[src/verilog/core_pkg.sv]
/* core_pkg
   shared widths, instruction formats, control word and APB types of the rv32i core */
`default_nettype none

package core_pkg;

    localparam int xlen = 32;

    typedef logic [4:0]      reg_addr_t;
    typedef logic [xlen-1:0] word_t;

    // major opcodes handled by the core
    typedef enum logic [6:0] {
        opc_op     = 7'b0110011,
        opc_op_imm = 7'b0010011,
        opc_load   = 7'b0000011,
        opc_store  = 7'b0100011,
        opc_branch = 7'b1100011,
        opc_jal    = 7'b1101111,
        opc_jalr   = 7'b1100111,
        opc_lui    = 7'b0110111,
        opc_auipc  = 7'b0010111,
        opc_system = 7'b1110011
    } opcode_t;

    typedef struct packed {
        logic [6:0] funct7;
        reg_addr_t  rs2;
        reg_addr_t  rs1;
        logic [2:0] funct3;
        reg_addr_t  rd;
        opcode_t    opcode;
    } r_fmt_t;

    typedef struct packed {
        logic [11:0] imm;
        reg_addr_t   rs1;
        logic [2:0]  funct3;
        reg_addr_t   rd;
        opcode_t     opcode;
    } i_fmt_t;

    typedef struct packed {
        logic [6:0] imm_11_5;
        reg_addr_t  rs2;
        reg_addr_t  rs1;
        logic [2:0] funct3;
        logic [4:0] imm_4_0;
        opcode_t    opcode;
    } s_fmt_t;

    typedef struct packed {
        logic       imm_12;
        logic [5:0] imm_10_5;
        reg_addr_t  rs2;
        reg_addr_t  rs1;
        logic [2:0] funct3;
        logic [3:0] imm_4_1;
        logic       imm_11;
        opcode_t    opcode;
    } b_fmt_t;

    typedef struct packed {
        logic [19:0] imm_31_12;
        reg_addr_t   rd;
        opcode_t     opcode;
    } u_fmt_t;

    typedef struct packed {
        logic       imm_20;
        logic [9:0] imm_10_1;
        logic       imm_11;
        logic [7:0] imm_19_12;
        reg_addr_t  rd;
        opcode_t    opcode;
    } j_fmt_t;

    // one instruction word, viewed through each encoding format
    typedef union packed {
        r_fmt_t r_fmt;
        i_fmt_t i_fmt;
        s_fmt_t s_fmt;
        b_fmt_t b_fmt;
        u_fmt_t u_fmt;
        j_fmt_t j_fmt;
    } inst_u;

    typedef enum logic [3:0] {
        alu_add, alu_sub, alu_sll, alu_slt, alu_sltu,
        alu_xor, alu_srl, alu_sra, alu_or, alu_and
    } alu_op_t;

    typedef enum logic [1:0] {
        wb_alu,
        wb_link, // pc + 4
        wb_load
    } wb_sel_t;

    typedef struct packed {
        alu_op_t alu_op;
        logic    a_is_pc;
        logic    a_is_zero;
        logic    b_is_imm;
        logic    is_branch;
        logic    is_jal;
        logic    is_jalr;
        logic    mem_read;
        logic    mem_write;
        logic    reg_write;
        wb_sel_t wb_sel;
        logic    halt; // ebreak
    } ctrl_t;

    typedef struct packed {
        word_t paddr;
        word_t pwdata;
        logic  pwrite;
        logic  psel;
        logic  penable;
    } apb_req_t;

    typedef struct packed {
        word_t prdata;
        logic  pready;
    } apb_rsp_t;

endpackage

`default_nettype wire

[src/verilog/core_sequencer.sv]
/* core_sequencer
   pc, instruction register and the APB fetch/load/store state machine */
`timescale 1ns/100ps
`default_nettype none

module core_sequencer #(
    parameter core_pkg::word_t reset_pc = '0
) (
    input  logic                clk,
    input  logic                reset,
    input  core_pkg::ctrl_t     ctrl,
    input  core_pkg::word_t     next_pc,
    input  core_pkg::word_t     mem_addr,
    input  core_pkg::word_t     wb_data,
    input  core_pkg::word_t     store_data,
    input  core_pkg::apb_rsp_t  apb_rsp,
    output core_pkg::apb_req_t  apb_req,
    output core_pkg::inst_u     inst,
    output core_pkg::word_t     pc,
    output logic                rf_we,
    output core_pkg::reg_addr_t rf_waddr,
    output core_pkg::word_t     rf_wdata,
    output logic                retire,
    output logic                halted
);
    typedef enum logic [2:0] {
        idle,         // bus gap between transfers
        fetch_setup,
        fetch_access,
        exec,
        mem_setup,
        mem_access,
        halt
    } state_t;

    state_t state, state_next;
    logic   is_mem;
    logic   fetch_phase, mem_phase;
    logic   commit;

    assign is_mem      = ctrl.mem_read | ctrl.mem_write;
    assign fetch_phase = (state == fetch_setup) || (state == fetch_access);
    assign mem_phase   = (state == mem_setup) || (state == mem_access);

    // register write and pc update happen together
    assign commit = ((state == exec) && !is_mem) ||
                    ((state == mem_access) && apb_rsp.pready);

    always_comb begin
        state_next = state;
        unique case (state)
            idle:         state_next = fetch_setup;
            fetch_setup:  state_next = fetch_access;
            fetch_access: if (apb_rsp.pready) state_next = exec;
            exec: begin
                if (is_mem) begin
                    state_next = mem_setup;
                end else if (ctrl.halt) begin
                    state_next = halt;
                end else begin
                    state_next = fetch_setup; // psel already low in exec
                end
            end
            mem_setup:    state_next = mem_access;
            mem_access:   if (apb_rsp.pready) state_next = idle;
            halt:         state_next = halt;
            default:      state_next = idle;
        endcase
    end

    always_ff @(posedge clk) begin
        if (reset) begin
            state  <= idle;
            pc     <= reset_pc;
            inst   <= '0; // decodes as a nop
            halted <= 1'b0;
        end else begin
            state <= state_next;
            if (commit) begin
                pc <= next_pc;
            end
            if ((state == fetch_access) && apb_rsp.pready) begin
                inst <= core_pkg::inst_u'(apb_rsp.prdata);
            end
            if (commit && ctrl.halt) begin
                halted <= 1'b1;
            end
        end
    end

    // bus request straight from state, stable through wait states
    always_comb begin
        apb_req.psel    = fetch_phase | mem_phase;
        apb_req.penable = (state == fetch_access) || (state == mem_access);
        apb_req.pwrite  = mem_phase & ctrl.mem_write;
        apb_req.paddr   = mem_phase ? mem_addr : pc;
        apb_req.pwdata  = (mem_phase && ctrl.mem_write) ? store_data : '0;
    end

    assign rf_waddr = inst.r_fmt.rd;
    assign rf_we    = commit && ctrl.reg_write && (rf_waddr != '0); // x0 never written
    assign rf_wdata = (ctrl.wb_sel == core_pkg::wb_load) ? apb_rsp.prdata : wb_data;
    assign retire   = commit;

endmodule

`default_nettype wire

[src/verilog/core_top.sv]
/* core_top
   multicycle rv32i core with one APB master port for instructions and data */
`timescale 1ns/100ps
`default_nettype none

module core_top #(
    parameter core_pkg::word_t reset_pc = '0
) (
    input  logic               clk,
    input  logic               reset,
    output core_pkg::apb_req_t apb_req,
    input  core_pkg::apb_rsp_t apb_rsp,
    output logic               retire,
    output logic               halted
);
    core_pkg::inst_u     inst;
    core_pkg::ctrl_t     ctrl;
    core_pkg::word_t     imm, pc;
    core_pkg::word_t     rs1_data, rs2_data;
    core_pkg::word_t     next_pc, mem_addr, wb_data, store_data;
    logic                rf_we;
    core_pkg::reg_addr_t rf_waddr;
    core_pkg::word_t     rf_wdata;

    core_sequencer #(
        .reset_pc(reset_pc)
    ) u_sequencer (
        .clk       (clk),
        .reset     (reset),
        .ctrl      (ctrl),
        .next_pc   (next_pc),
        .mem_addr  (mem_addr),
        .wb_data   (wb_data),
        .store_data(store_data),
        .apb_rsp   (apb_rsp),
        .apb_req   (apb_req),
        .inst      (inst),
        .pc        (pc),
        .rf_we     (rf_we),
        .rf_waddr  (rf_waddr),
        .rf_wdata  (rf_wdata),
        .retire    (retire),
        .halted    (halted)
    );

    inst_decoder u_decoder (
        .inst(inst),
        .imm (imm),
        .ctrl(ctrl)
    );

    execute_stage u_execute (
        .ctrl      (ctrl),
        .inst      (inst),
        .pc        (pc),
        .imm       (imm),
        .rs1_data  (rs1_data),
        .rs2_data  (rs2_data),
        .next_pc   (next_pc),
        .mem_addr  (mem_addr),
        .wb_data   (wb_data),
        .store_data(store_data)
    );

    reg_file u_reg_file (
        .clk   (clk),
        .reset (reset),
        .we    (rf_we),
        .waddr (rf_waddr),
        .raddr1(inst.r_fmt.rs1),
        .raddr2(inst.r_fmt.rs2),
        .wdata (rf_wdata),
        .rdata1(rs1_data),
        .rdata2(rs2_data)
    );

endmodule

`default_nettype wire

[src/verilog/execute_stage.sv]
/* execute_stage
   alu, branch compare, next pc and write-back data of the current instruction */
`timescale 1ns/100ps
`default_nettype none

module execute_stage (
    input  core_pkg::ctrl_t ctrl,
    input  core_pkg::inst_u inst,
    input  core_pkg::word_t pc,
    input  core_pkg::word_t imm,
    input  core_pkg::word_t rs1_data,
    input  core_pkg::word_t rs2_data,
    output core_pkg::word_t next_pc,
    output core_pkg::word_t mem_addr,
    output core_pkg::word_t wb_data,
    output core_pkg::word_t store_data
);
    core_pkg::word_t alu_a, alu_b, alu_result;
    core_pkg::word_t pc_plus4, target;
    logic [4:0]      shamt;
    logic            lt_s, lt_u;
    logic            cond, taken;

    always_comb begin
        if (ctrl.a_is_zero) begin
            alu_a = '0; // lui
        end else if (ctrl.a_is_pc) begin
            alu_a = pc;
        end else begin
            alu_a = rs1_data;
        end
    end

    assign alu_b = ctrl.b_is_imm ? imm : rs2_data;
    assign shamt = alu_b[4:0];

    always_comb begin
        unique case (ctrl.alu_op)
            core_pkg::alu_add:  alu_result = alu_a + alu_b;
            core_pkg::alu_sub:  alu_result = alu_a - alu_b;
            core_pkg::alu_sll:  alu_result = alu_a << shamt;
            core_pkg::alu_slt:  alu_result = {{(core_pkg::xlen-1){1'b0}},
                                              $signed(alu_a) < $signed(alu_b)};
            core_pkg::alu_sltu: alu_result = {{(core_pkg::xlen-1){1'b0}}, alu_a < alu_b};
            core_pkg::alu_xor:  alu_result = alu_a ^ alu_b;
            core_pkg::alu_srl:  alu_result = alu_a >> shamt;
            core_pkg::alu_sra:  alu_result = $signed(alu_a) >>> shamt;
            core_pkg::alu_or:   alu_result = alu_a | alu_b;
            core_pkg::alu_and:  alu_result = alu_a & alu_b;
            default:            alu_result = '0;
        endcase
    end

    // branch compare always on the two registers
    assign lt_s = $signed(rs1_data) < $signed(rs2_data);
    assign lt_u = rs1_data < rs2_data;

    always_comb begin
        unique case (inst.b_fmt.funct3)
            3'b000:  cond = (rs1_data == rs2_data); // beq
            3'b001:  cond = (rs1_data != rs2_data); // bne
            3'b100:  cond = lt_s;
            3'b101:  cond = !lt_s;
            3'b110:  cond = lt_u;
            3'b111:  cond = !lt_u;
            default: cond = 1'b0;
        endcase
    end

    assign taken    = ctrl.is_jal | ctrl.is_jalr | (ctrl.is_branch & cond);
    assign pc_plus4 = pc + 32'd4;
    assign target   = ctrl.is_jalr ? {alu_result[31:1], 1'b0} : alu_result;
    assign next_pc  = taken ? target : pc_plus4;

    // load data is picked later in the sequencer
    assign wb_data    = (ctrl.wb_sel == core_pkg::wb_link) ? pc_plus4 : alu_result;
    assign mem_addr   = alu_result;
    assign store_data = rs2_data;

endmodule

`default_nettype wire

[src/verilog/inst_decoder.sv]
/* inst_decoder
   builds the immediate and the control word from one instruction */
`timescale 1ns/100ps
`default_nettype none

module inst_decoder (
    input  core_pkg::inst_u inst,
    output core_pkg::word_t imm,
    output core_pkg::ctrl_t ctrl
);
    core_pkg::word_t   imm_i, imm_s, imm_b, imm_u, imm_j;
    core_pkg::alu_op_t arith_op;
    logic              funct7_alt;

    assign imm_i = {{20{inst.i_fmt.imm[11]}}, inst.i_fmt.imm};
    assign imm_s = {{20{inst.s_fmt.imm_11_5[6]}}, inst.s_fmt.imm_11_5, inst.s_fmt.imm_4_0};
    assign imm_b = {{19{inst.b_fmt.imm_12}}, inst.b_fmt.imm_12, inst.b_fmt.imm_11,
                    inst.b_fmt.imm_10_5, inst.b_fmt.imm_4_1, 1'b0};
    assign imm_u = {inst.u_fmt.imm_31_12, 12'b0};
    assign imm_j = {{11{inst.j_fmt.imm_20}}, inst.j_fmt.imm_20, inst.j_fmt.imm_19_12,
                    inst.j_fmt.imm_11, inst.j_fmt.imm_10_1, 1'b0};

    assign funct7_alt = inst.r_fmt.funct7[5]; // sub and sra

    // shared by op and op_imm
    always_comb begin
        arith_op = core_pkg::alu_add;
        unique case (inst.r_fmt.funct3)
            3'b000: begin
                if ((inst.r_fmt.opcode == core_pkg::opc_op) && funct7_alt) begin
                    arith_op = core_pkg::alu_sub; // no subi
                end
            end
            3'b001: arith_op = core_pkg::alu_sll;
            3'b010: arith_op = core_pkg::alu_slt;
            3'b011: arith_op = core_pkg::alu_sltu;
            3'b100: arith_op = core_pkg::alu_xor;
            3'b101: arith_op = funct7_alt ? core_pkg::alu_sra : core_pkg::alu_srl;
            3'b110: arith_op = core_pkg::alu_or;
            3'b111: arith_op = core_pkg::alu_and;
        endcase
    end

    always_comb begin
        unique case (inst.r_fmt.opcode)
            core_pkg::opc_op_imm, core_pkg::opc_load,
            core_pkg::opc_jalr, core_pkg::opc_system: imm = imm_i;
            core_pkg::opc_store:                      imm = imm_s;
            core_pkg::opc_branch:                     imm = imm_b;
            core_pkg::opc_lui, core_pkg::opc_auipc:   imm = imm_u;
            core_pkg::opc_jal:                        imm = imm_j;
            default:                                  imm = '0;
        endcase
    end

    always_comb begin
        ctrl = '0; // unknown opcode falls through as a nop
        unique case (inst.r_fmt.opcode)
            core_pkg::opc_op: begin
                ctrl.alu_op    = arith_op;
                ctrl.reg_write = 1'b1;
            end
            core_pkg::opc_op_imm: begin
                ctrl.alu_op    = arith_op;
                ctrl.b_is_imm  = 1'b1;
                ctrl.reg_write = 1'b1;
            end
            core_pkg::opc_load: begin
                ctrl.b_is_imm  = 1'b1;
                ctrl.mem_read  = 1'b1;
                ctrl.reg_write = 1'b1;
                ctrl.wb_sel    = core_pkg::wb_load;
            end
            core_pkg::opc_store: begin
                ctrl.b_is_imm  = 1'b1;
                ctrl.mem_write = 1'b1;
            end
            core_pkg::opc_branch: begin
                ctrl.a_is_pc   = 1'b1; // alu gives the target
                ctrl.b_is_imm  = 1'b1;
                ctrl.is_branch = 1'b1;
            end
            core_pkg::opc_jal: begin
                ctrl.a_is_pc   = 1'b1;
                ctrl.b_is_imm  = 1'b1;
                ctrl.is_jal    = 1'b1;
                ctrl.reg_write = 1'b1;
                ctrl.wb_sel    = core_pkg::wb_link;
            end
            core_pkg::opc_jalr: begin
                ctrl.b_is_imm  = 1'b1;
                ctrl.is_jalr   = 1'b1;
                ctrl.reg_write = 1'b1;
                ctrl.wb_sel    = core_pkg::wb_link;
            end
            core_pkg::opc_lui: begin
                ctrl.a_is_zero = 1'b1;
                ctrl.b_is_imm  = 1'b1;
                ctrl.reg_write = 1'b1;
            end
            core_pkg::opc_auipc: begin
                ctrl.a_is_pc   = 1'b1;
                ctrl.b_is_imm  = 1'b1;
                ctrl.reg_write = 1'b1;
            end
            core_pkg::opc_system: begin
                // only ebreak is kept
                ctrl.halt = (inst.i_fmt.funct3 == 3'b000) && (inst.i_fmt.imm == 12'h001);
            end
            default: ;
        endcase
    end

endmodule

`default_nettype wire

[src/verilog/reg_file.sv]
/* reg_file
   32 general purpose registers, two combinational reads and one write port */
`timescale 1ns/100ps
`default_nettype none

module reg_file (
    input  logic                clk,
    input  logic                reset,
    input  logic                we,
    input  core_pkg::reg_addr_t waddr,
    input  core_pkg::reg_addr_t raddr1,
    input  core_pkg::reg_addr_t raddr2,
    input  core_pkg::word_t     wdata,
    output core_pkg::word_t     rdata1,
    output core_pkg::word_t     rdata2
);
    core_pkg::word_t regs [32];

    always_ff @(posedge clk) begin
        if (reset) begin
            for (int i = 0; i < 32; i++) begin
                regs[i] <= '0;
            end
        end else if (we) begin
            regs[waddr] <= wdata;
        end
    end

    // x0 reads as zero
    assign rdata1 = (raddr1 == '0) ? '0 : regs[raddr1];
    assign rdata2 = (raddr2 == '0) ? '0 : regs[raddr2];

endmodule

`default_nettype wire
[config.mk]
export PLATFORM = sky130hd
export DESIGN_NAME = core_top
export DESIGN_NICKNAME = d
export VERILOG_FILES = /design/src/verilog/core_pkg.sv /design/src/verilog/core_sequencer.sv /design/src/verilog/core_top.sv /design/src/verilog/execute_stage.sv /design/src/verilog/inst_decoder.sv /design/src/verilog/reg_file.sv
export SDC_FILE = /design/constraint.sdc
export NUM_CORES = 2
export LEC_CHECK = 0
export BUFFER_PORTS_ARGS = -buffer_cell sky130_fd_sc_hd__buf_2
export CORE_MARGIN = 2
export CORE_UTILIZATION = 65
export CTS_BUF_LIST = sky130_fd_sc_hd__clkbuf_4
export CTS_CLUSTER_SIZE = 12
export DETAILED_ROUTE_END_ITERATION = 8
export HOLD_SLACK_MARGIN = 0.06
export PLACE_DENSITY = 0.8
export SLEW_MARGIN = 30
export SYNTH_ARGS = -nofsm -noshare
export SYNTH_HDL_FRONTEND = slang
export SYNTH_HIERARCHICAL = 1
export SYNTH_SLANG_ARGS = --single-unit
[constraint.sdc]
create_clock -name clk -period 16.5 [get_ports clk]
set_clock_uncertainty 0.05 [all_clocks]
set_input_delay 4.95 -clock clk [delete_from_list [all_inputs] [get_ports clk]]
set_output_delay 4.95 -clock clk [all_outputs]
set_load 0.05 [all_outputs]
# [After elaboration in Yosys (flattened, before gate mapping)]
# Memory sizes are Yosys's and may differ from the RTL's. A register that Yosys moved wholly into a read port is not among the register bits.
# Index checks and enable logic that the tools add are counted.
[classes] addsub=3 n_mul=0 div=0 order_cmp=4 n_eq_ne=39 shift=3 muxes=46 bitwise=9 reduce_logical=31
[ops] op="32-bit two-way mux" n=11
[ops] op="32-bit one-hot mux with 10 select lines" n=1
[ops] op="32-bit one-hot mux with 5 select lines" n=1
[ops] op="32-bit less-than comparator" n=4
[ops] op="32-bit by 3-bit adder with 32-bit output, second input constant" n=1
[ops] op="32-bit adder" n=1
[ops] op="32-bit AND" n=1
[ops] op="32-bit == test" n=1
[ops] op="32-bit inequality test" n=1
[ops] op="32-bit OR" n=1
[ops] op="4-bit one-hot mux with 8 select lines" n=1
[ops] op="32-bit OR reduction" n=1
[ops] op="32-bit by 5-bit left shift with 32-bit output" n=1
[ops] op="32-bit by 5-bit right shift with 32-bit output" n=1
[ops] op="32-bit by 5-bit >>> shifter with 32-bit output" n=1
[ops] op="32-bit subtractor" n=1
[ops] op="32-bit bitwise XOR" n=1
[ops] op="7-bit == test, second input constant" n=4
[ops] op="5-bit two-way mux" n=5
[ops] op="3-bit == test, second input constant" n=7
[ops] op="7-bit by 6-bit == test with 1-bit output, second input constant" n=3
[ops] op="3-bit one-hot mux with 7 select lines" n=1
[ops] op="1-bit two-way mux" n=19
[ops] op="4-bit by 3-bit == test with 1-bit output, second input constant" n=4
[ops] op="30 further kinds" n=62
[totals] ff_bits=68 latch_bits=0 ramBits=1024 mem_bits_ro=0 inputBits=35 word_cells=140 mem_count=1
[memory_table] memory="u_reg_file.regs" depth=32 width=32 read_ports=2 rd_ports_with_merged_regs=2 wr=32 line="reg_file.sv:17" source="core_pkg::word_t regs [32];"

# [Depth between registers and ports, before layout]
[depth] depth_word=13 mapped_depth=27 ltp_nobuf=21

# [Hierarchy]
# The synthesis kept the hierarchy.
[modules_own_cells] module="reg_file" instances=1 cells_per_inst=3555 area_per_inst_um2=54438.5 seq_area_each_um2=30749.5
[modules_own_cells] module="execute_stage" instances=1 cells_per_inst=1909 area_per_inst_um2=12321.8 seq_area_each_um2=0.0
[modules_own_cells] module="core_sequencer" instances=1 cells_per_inst=435 area_per_inst_um2=3741.1 seq_area_each_um2=1361.3
[modules_own_cells] module="inst_decoder" instances=1 cells_per_inst=136 area_per_inst_um2=979.7 seq_area_each_um2=0.0

# [Worst setup path after synthesis]
# OpenSTA, ideal clock, no wires.
[synth_path] path_type="register to output" start="reg u_sequencer/inst[22] (netlist bit)" end="out apb_req[51] (netlist bit)" arrival_ps=5736 t_required_ps=11500 slack_ps=5764 stages_incl_launch_ff=24 n_path_buf=7 cell_sequence="dfxtp_1 buf_2 buf_2 clkbuf_1 mux4_2 a22o_1 a2111oi_0 nor3_1 mux2i_1 clkbuf_1 clkbuf_1 clkbuf_1 ha_1 clkbuf_1 o21a_1 nand4_1 o311ai_2 o21ai_0 o41ai_1 a31oi_1 xor2_1 a2111oi_2 inv_1 mux2_2"
[synth_lines] element="from (decl)" line="core_sequencer.sv:18" source="output core_pkg::inst_u inst,"
[synth_lines] element="from (signal assigned)" line="core_sequencer.sv:83" source="inst <= core_pkg::inst_u'(apb_rsp.prdata);"
[synth_lines] element="to (decl)" line="core_top.sv:11" source="output core_pkg::apb_req_t apb_req,"

==> impl_metrics.env <==
export IMPL_status="complete, no violations"
export IMPL_synth_cell_area_sq_um=71480
export IMPL_synth_common_cells="1037 x and2_1, 1024 x edfxtp_1, 473 x mux4_2"
export IMPL_layout_setup_ws_ns=1.762
export IMPL_initial_utilization_pct=65.58
export IMPL_relSlewSlack_pct=20.19
export IMPL_io_buffers=103
export IMPL_cts_resized=0
export IMPL_endpoint_kind="primary output"
export IMPL_synth_top_flop_cell="edfxtp_1"
export IMPL_num_vias=58200
export IMPL_fp_dieH_um=335.6
export IMPL_cts_made_buffers=299
export IMPL_synth_top_area_share_pct=43.02
export IMPL_ys_top_cells_by_area="edfxtp_1 43%, mux4_2 15%, and2_1 9.1%"
export IMPL_yosys_cell_types_count=116
export IMPL_drc=0
export IMPL_final_max_slew_viol_count=0
export IMPL_cts_setup_buffers=0
export IMPL_overflow=0
export IMPL_place_ws_ns=3.596
export IMPL_postCtsHoldBufs=0
export IMPL_synth_most_common_cell="and2_1"
export IMPL_fillerInstances=7589
export IMPL_startpoint_type="register"
export IMPL_finalCritPeriodShare_pct=89.32
export IMPL_ant_nets=0
export IMPL_worst_slew_pin_slew_ns=1.188
export IMPL_drive_above_1_share_pct=24.80
export IMPL_worst_setup_hold_path_clk_slew_ns=0.07
export IMPL_grtUsageTotal_pct=49.60
export IMPL_p_total_mw=7.406
export IMPL_drt_iter0_drc=11290
export IMPL_grt_pass1_wl_mm=393.9
export IMPL_cts_root_buffer="clkbuf_4"
export IMPL_die_area_sq_um=112600
export IMPL_netlist_top_cell_by_area="edfxtp_1"
export IMPL_ioPinCount=104
export IMPL_via_per_inst=7.624
export IMPL_dpl_cell_area_sq_um=72540
export IMPL_syn_to_final_growth_pct=6.688
export IMPL_r2r_slack_ns=7.02
export IMPL_syn_num_nets=6202
export IMPL_peakVddDrop_v=0.00008737
export IMPL_timing_fmax_mhz=67.85
export IMPL_worstSkewPairLatency_ns=1.28
export IMPL_ys_seq_elements=1092
export IMPL_cts_sinks=1092
export IMPL_p_per_area_nw_per_um2=97.11
export IMPL_async_flop_share_pct=0
export IMPL_leakage_nw=26.96
export IMPL_post_drt_wl_per_cell_um=36.83
export IMPL_routed_wl_mm=281.2
export IMPL_setup_violations_final=0
export IMPL_hold_viol=0
export IMPL_antenna_found_initial=21
export IMPL_cts_htree_levels=5
export IMPL_fin_crit_ns=14.74
export IMPL_critPathRequiredTime_ns=11.50
export IMPL_clockBufferDepth=4
export IMPL_tritoncts="built"
export IMPL_maxCapViolations=0
export IMPL_hp_class="register to register"
export IMPL_rsz0062_at_grt="no"
export IMPL_holdWs_ns=0.4342
export IMPL_cp_max_fo=47
export IMPL_grt_pass1_vias=55350
export IMPL_avgSynthCellArea_sq_um=11.84
export IMPL_arrival_ns=9.74
export IMPL_dr_pass1_iters=7
export IMPL_path_class="register to primary output"
export IMPL_syn_inst=6035
export IMPL_ys_seq_area_share_pct=44.92
export IMPL_final_cell_area_sq_um=76260
export IMPL_grt_max_degree=91
export IMPL_place_hpwl_mm=190.5
export IMPL_final_nets=6173
export IMPL_yosys_warnings=6
export IMPL_die_x_um=335.6
export IMPL_synth_edff_count=1024
export IMPL_rows=121
export IMPL_tns_ns=0
export IMPL_core_area_sq_um=109000
export IMPL_gp_congestion=1.136
[final timing paths]
check / end / depth (start not counted) / from
setup reg to reg: u_reg_file/regs[7][10]$_SDFFCE_PN0P_ / 20 / u_sequencer/inst[23]$_SDFFE_PP0P_
hold / removal: u_sequencer/halted$_SDFFE_PP0P_ / 1 / u_sequencer/halted$_SDFFE_PP0P_
hold reg to reg: u_sequencer/halted$_SDFFE_PP0P_ / 1 / u_sequencer/halted$_SDFFE_PP0P_
setup / recovery: apb_req[62] / 21 / u_sequencer/inst[23]$_SDFFE_PP0P_
[critical path, cell delays in order, from the launching register on]
cell,delay [ns]
dfxtp_1,1.02
buf_4,0.49
and2_2,0.49
buf_4,0.65
a22o_1,0.28
a2111oi_0,0.11
buf_4,0.20
nor3_1,0.54
mux2_4,0.30
buf_4,0.52
ha_1,0.39
a211o_1,0.30
a311oi_2,0.70
a221oi_1,0.29
o2111a_1,0.33
nor2_1,0.16
o21ai_0,0.24
xnor2_1,0.20
a211oi_1,0.55
inv_1,0.10
mux2_2,0.31
buf_2,0.22
[power breakdown]
group / switching (mW) / internal (mW)
Clock: 1.18 / 1.28
Combinational: 1.23 / 0.535
Sequential: 0.0767 / 3.11
[per-layer routing]
metal	routed length (um)	share of wire, %	GRT usage, %	up-vias
li1	-	-	-	22850
met1	95500	34	65.38	28110
met2	114900	41	68.30	5951
met3	49290	18	20.58	1267
met4	21360	7.6	30.27	16
met5	105	0.037	0	-
[layout make-up]
class,count,area (sq um),share of cell area [%]
Multi-Input combinational cell,4162,36080,47.31
Sequential cell,1092,32140,42.14
Clock buffer,428,3213,4.213
Timing Repair Buffer,292,1989,2.609
Tap cell,1414,1769,2.320
Inverter,159,601.8,0.7892
Clock inverter,69,431.7,0.5660
Antenna cell,18,45.04,0.05906
[cell families (layout without fill, tap and decap cells)]
logic type | count (synthesis) | in the layout | share of synthesized area [%]
AND/OR/NAND/NOR | 2101 | 2101 | 16.35
flip-flops | 1092 | 1092 | 44.92
AO/OA/AOI/OAI | 975 | 975 | 9.424
multiplexers | 897 | 897 | 21.10
buffers and inverters | 781 | 948 | 5.176
adder cells (fa/ha/maj) | 132 | 132 | 2.332
XOR/XNOR | 57 | 57 | 0.6984
other | 0 | 18 | 0
[cell usage in the layout, fill, tap and decap left out, types with 37 or more instances in the layout]
master     synthesis  layout
mux2_2           129     131
nor2_2             5      40
and2_1          1037    1036
dfxtp_1           68      60
a22o_1            53      53
a21oi_1          172     171
a22oi_1           47      47
nand2_1          323     322
buf_2             87     106
mux2i_1          289     287
nor4_1            47      45
xnor2_1           38      38
and3_1            53      52
nor3_1           121     111
inv_1            157     155
clkbuf_4           1     428
o211ai_1          41      41
a2111oi_0         68      51
nand3_1           66      64
o21ai_0          186     182
a211oi_1          39      37
clkinv_1           0      52
ha_1             130     130
buf_4             93     181
o22ai_1          131     131
edfxtp_1        1024    1024
mux4_2           473     473
nor2_1           251     214
[per-stage QoR]
| stage | instances | utilization (%) |
|---|---|---|
| 2_1_floorplan | 6035 | - |
| 3_3_place_gp | 7116 | 66.45 |
| 3_5_place_dp | 7119 | 66.55 |
| 4_1_cts | 7616 | 69.89 |
| 5_1_grt | 7621 | 69.93 |
| 6_report | 7634 | 69.96 |
[sequential cells by signal (all words and copies together) (netlist names)]
register and count:
u_sequencer/pc 32, u_sequencer/inst 32, u_sequencer/halted 1, u_reg_file/regs 1024
u_sequencer/state 3
(Power assumes the default switching activity.)
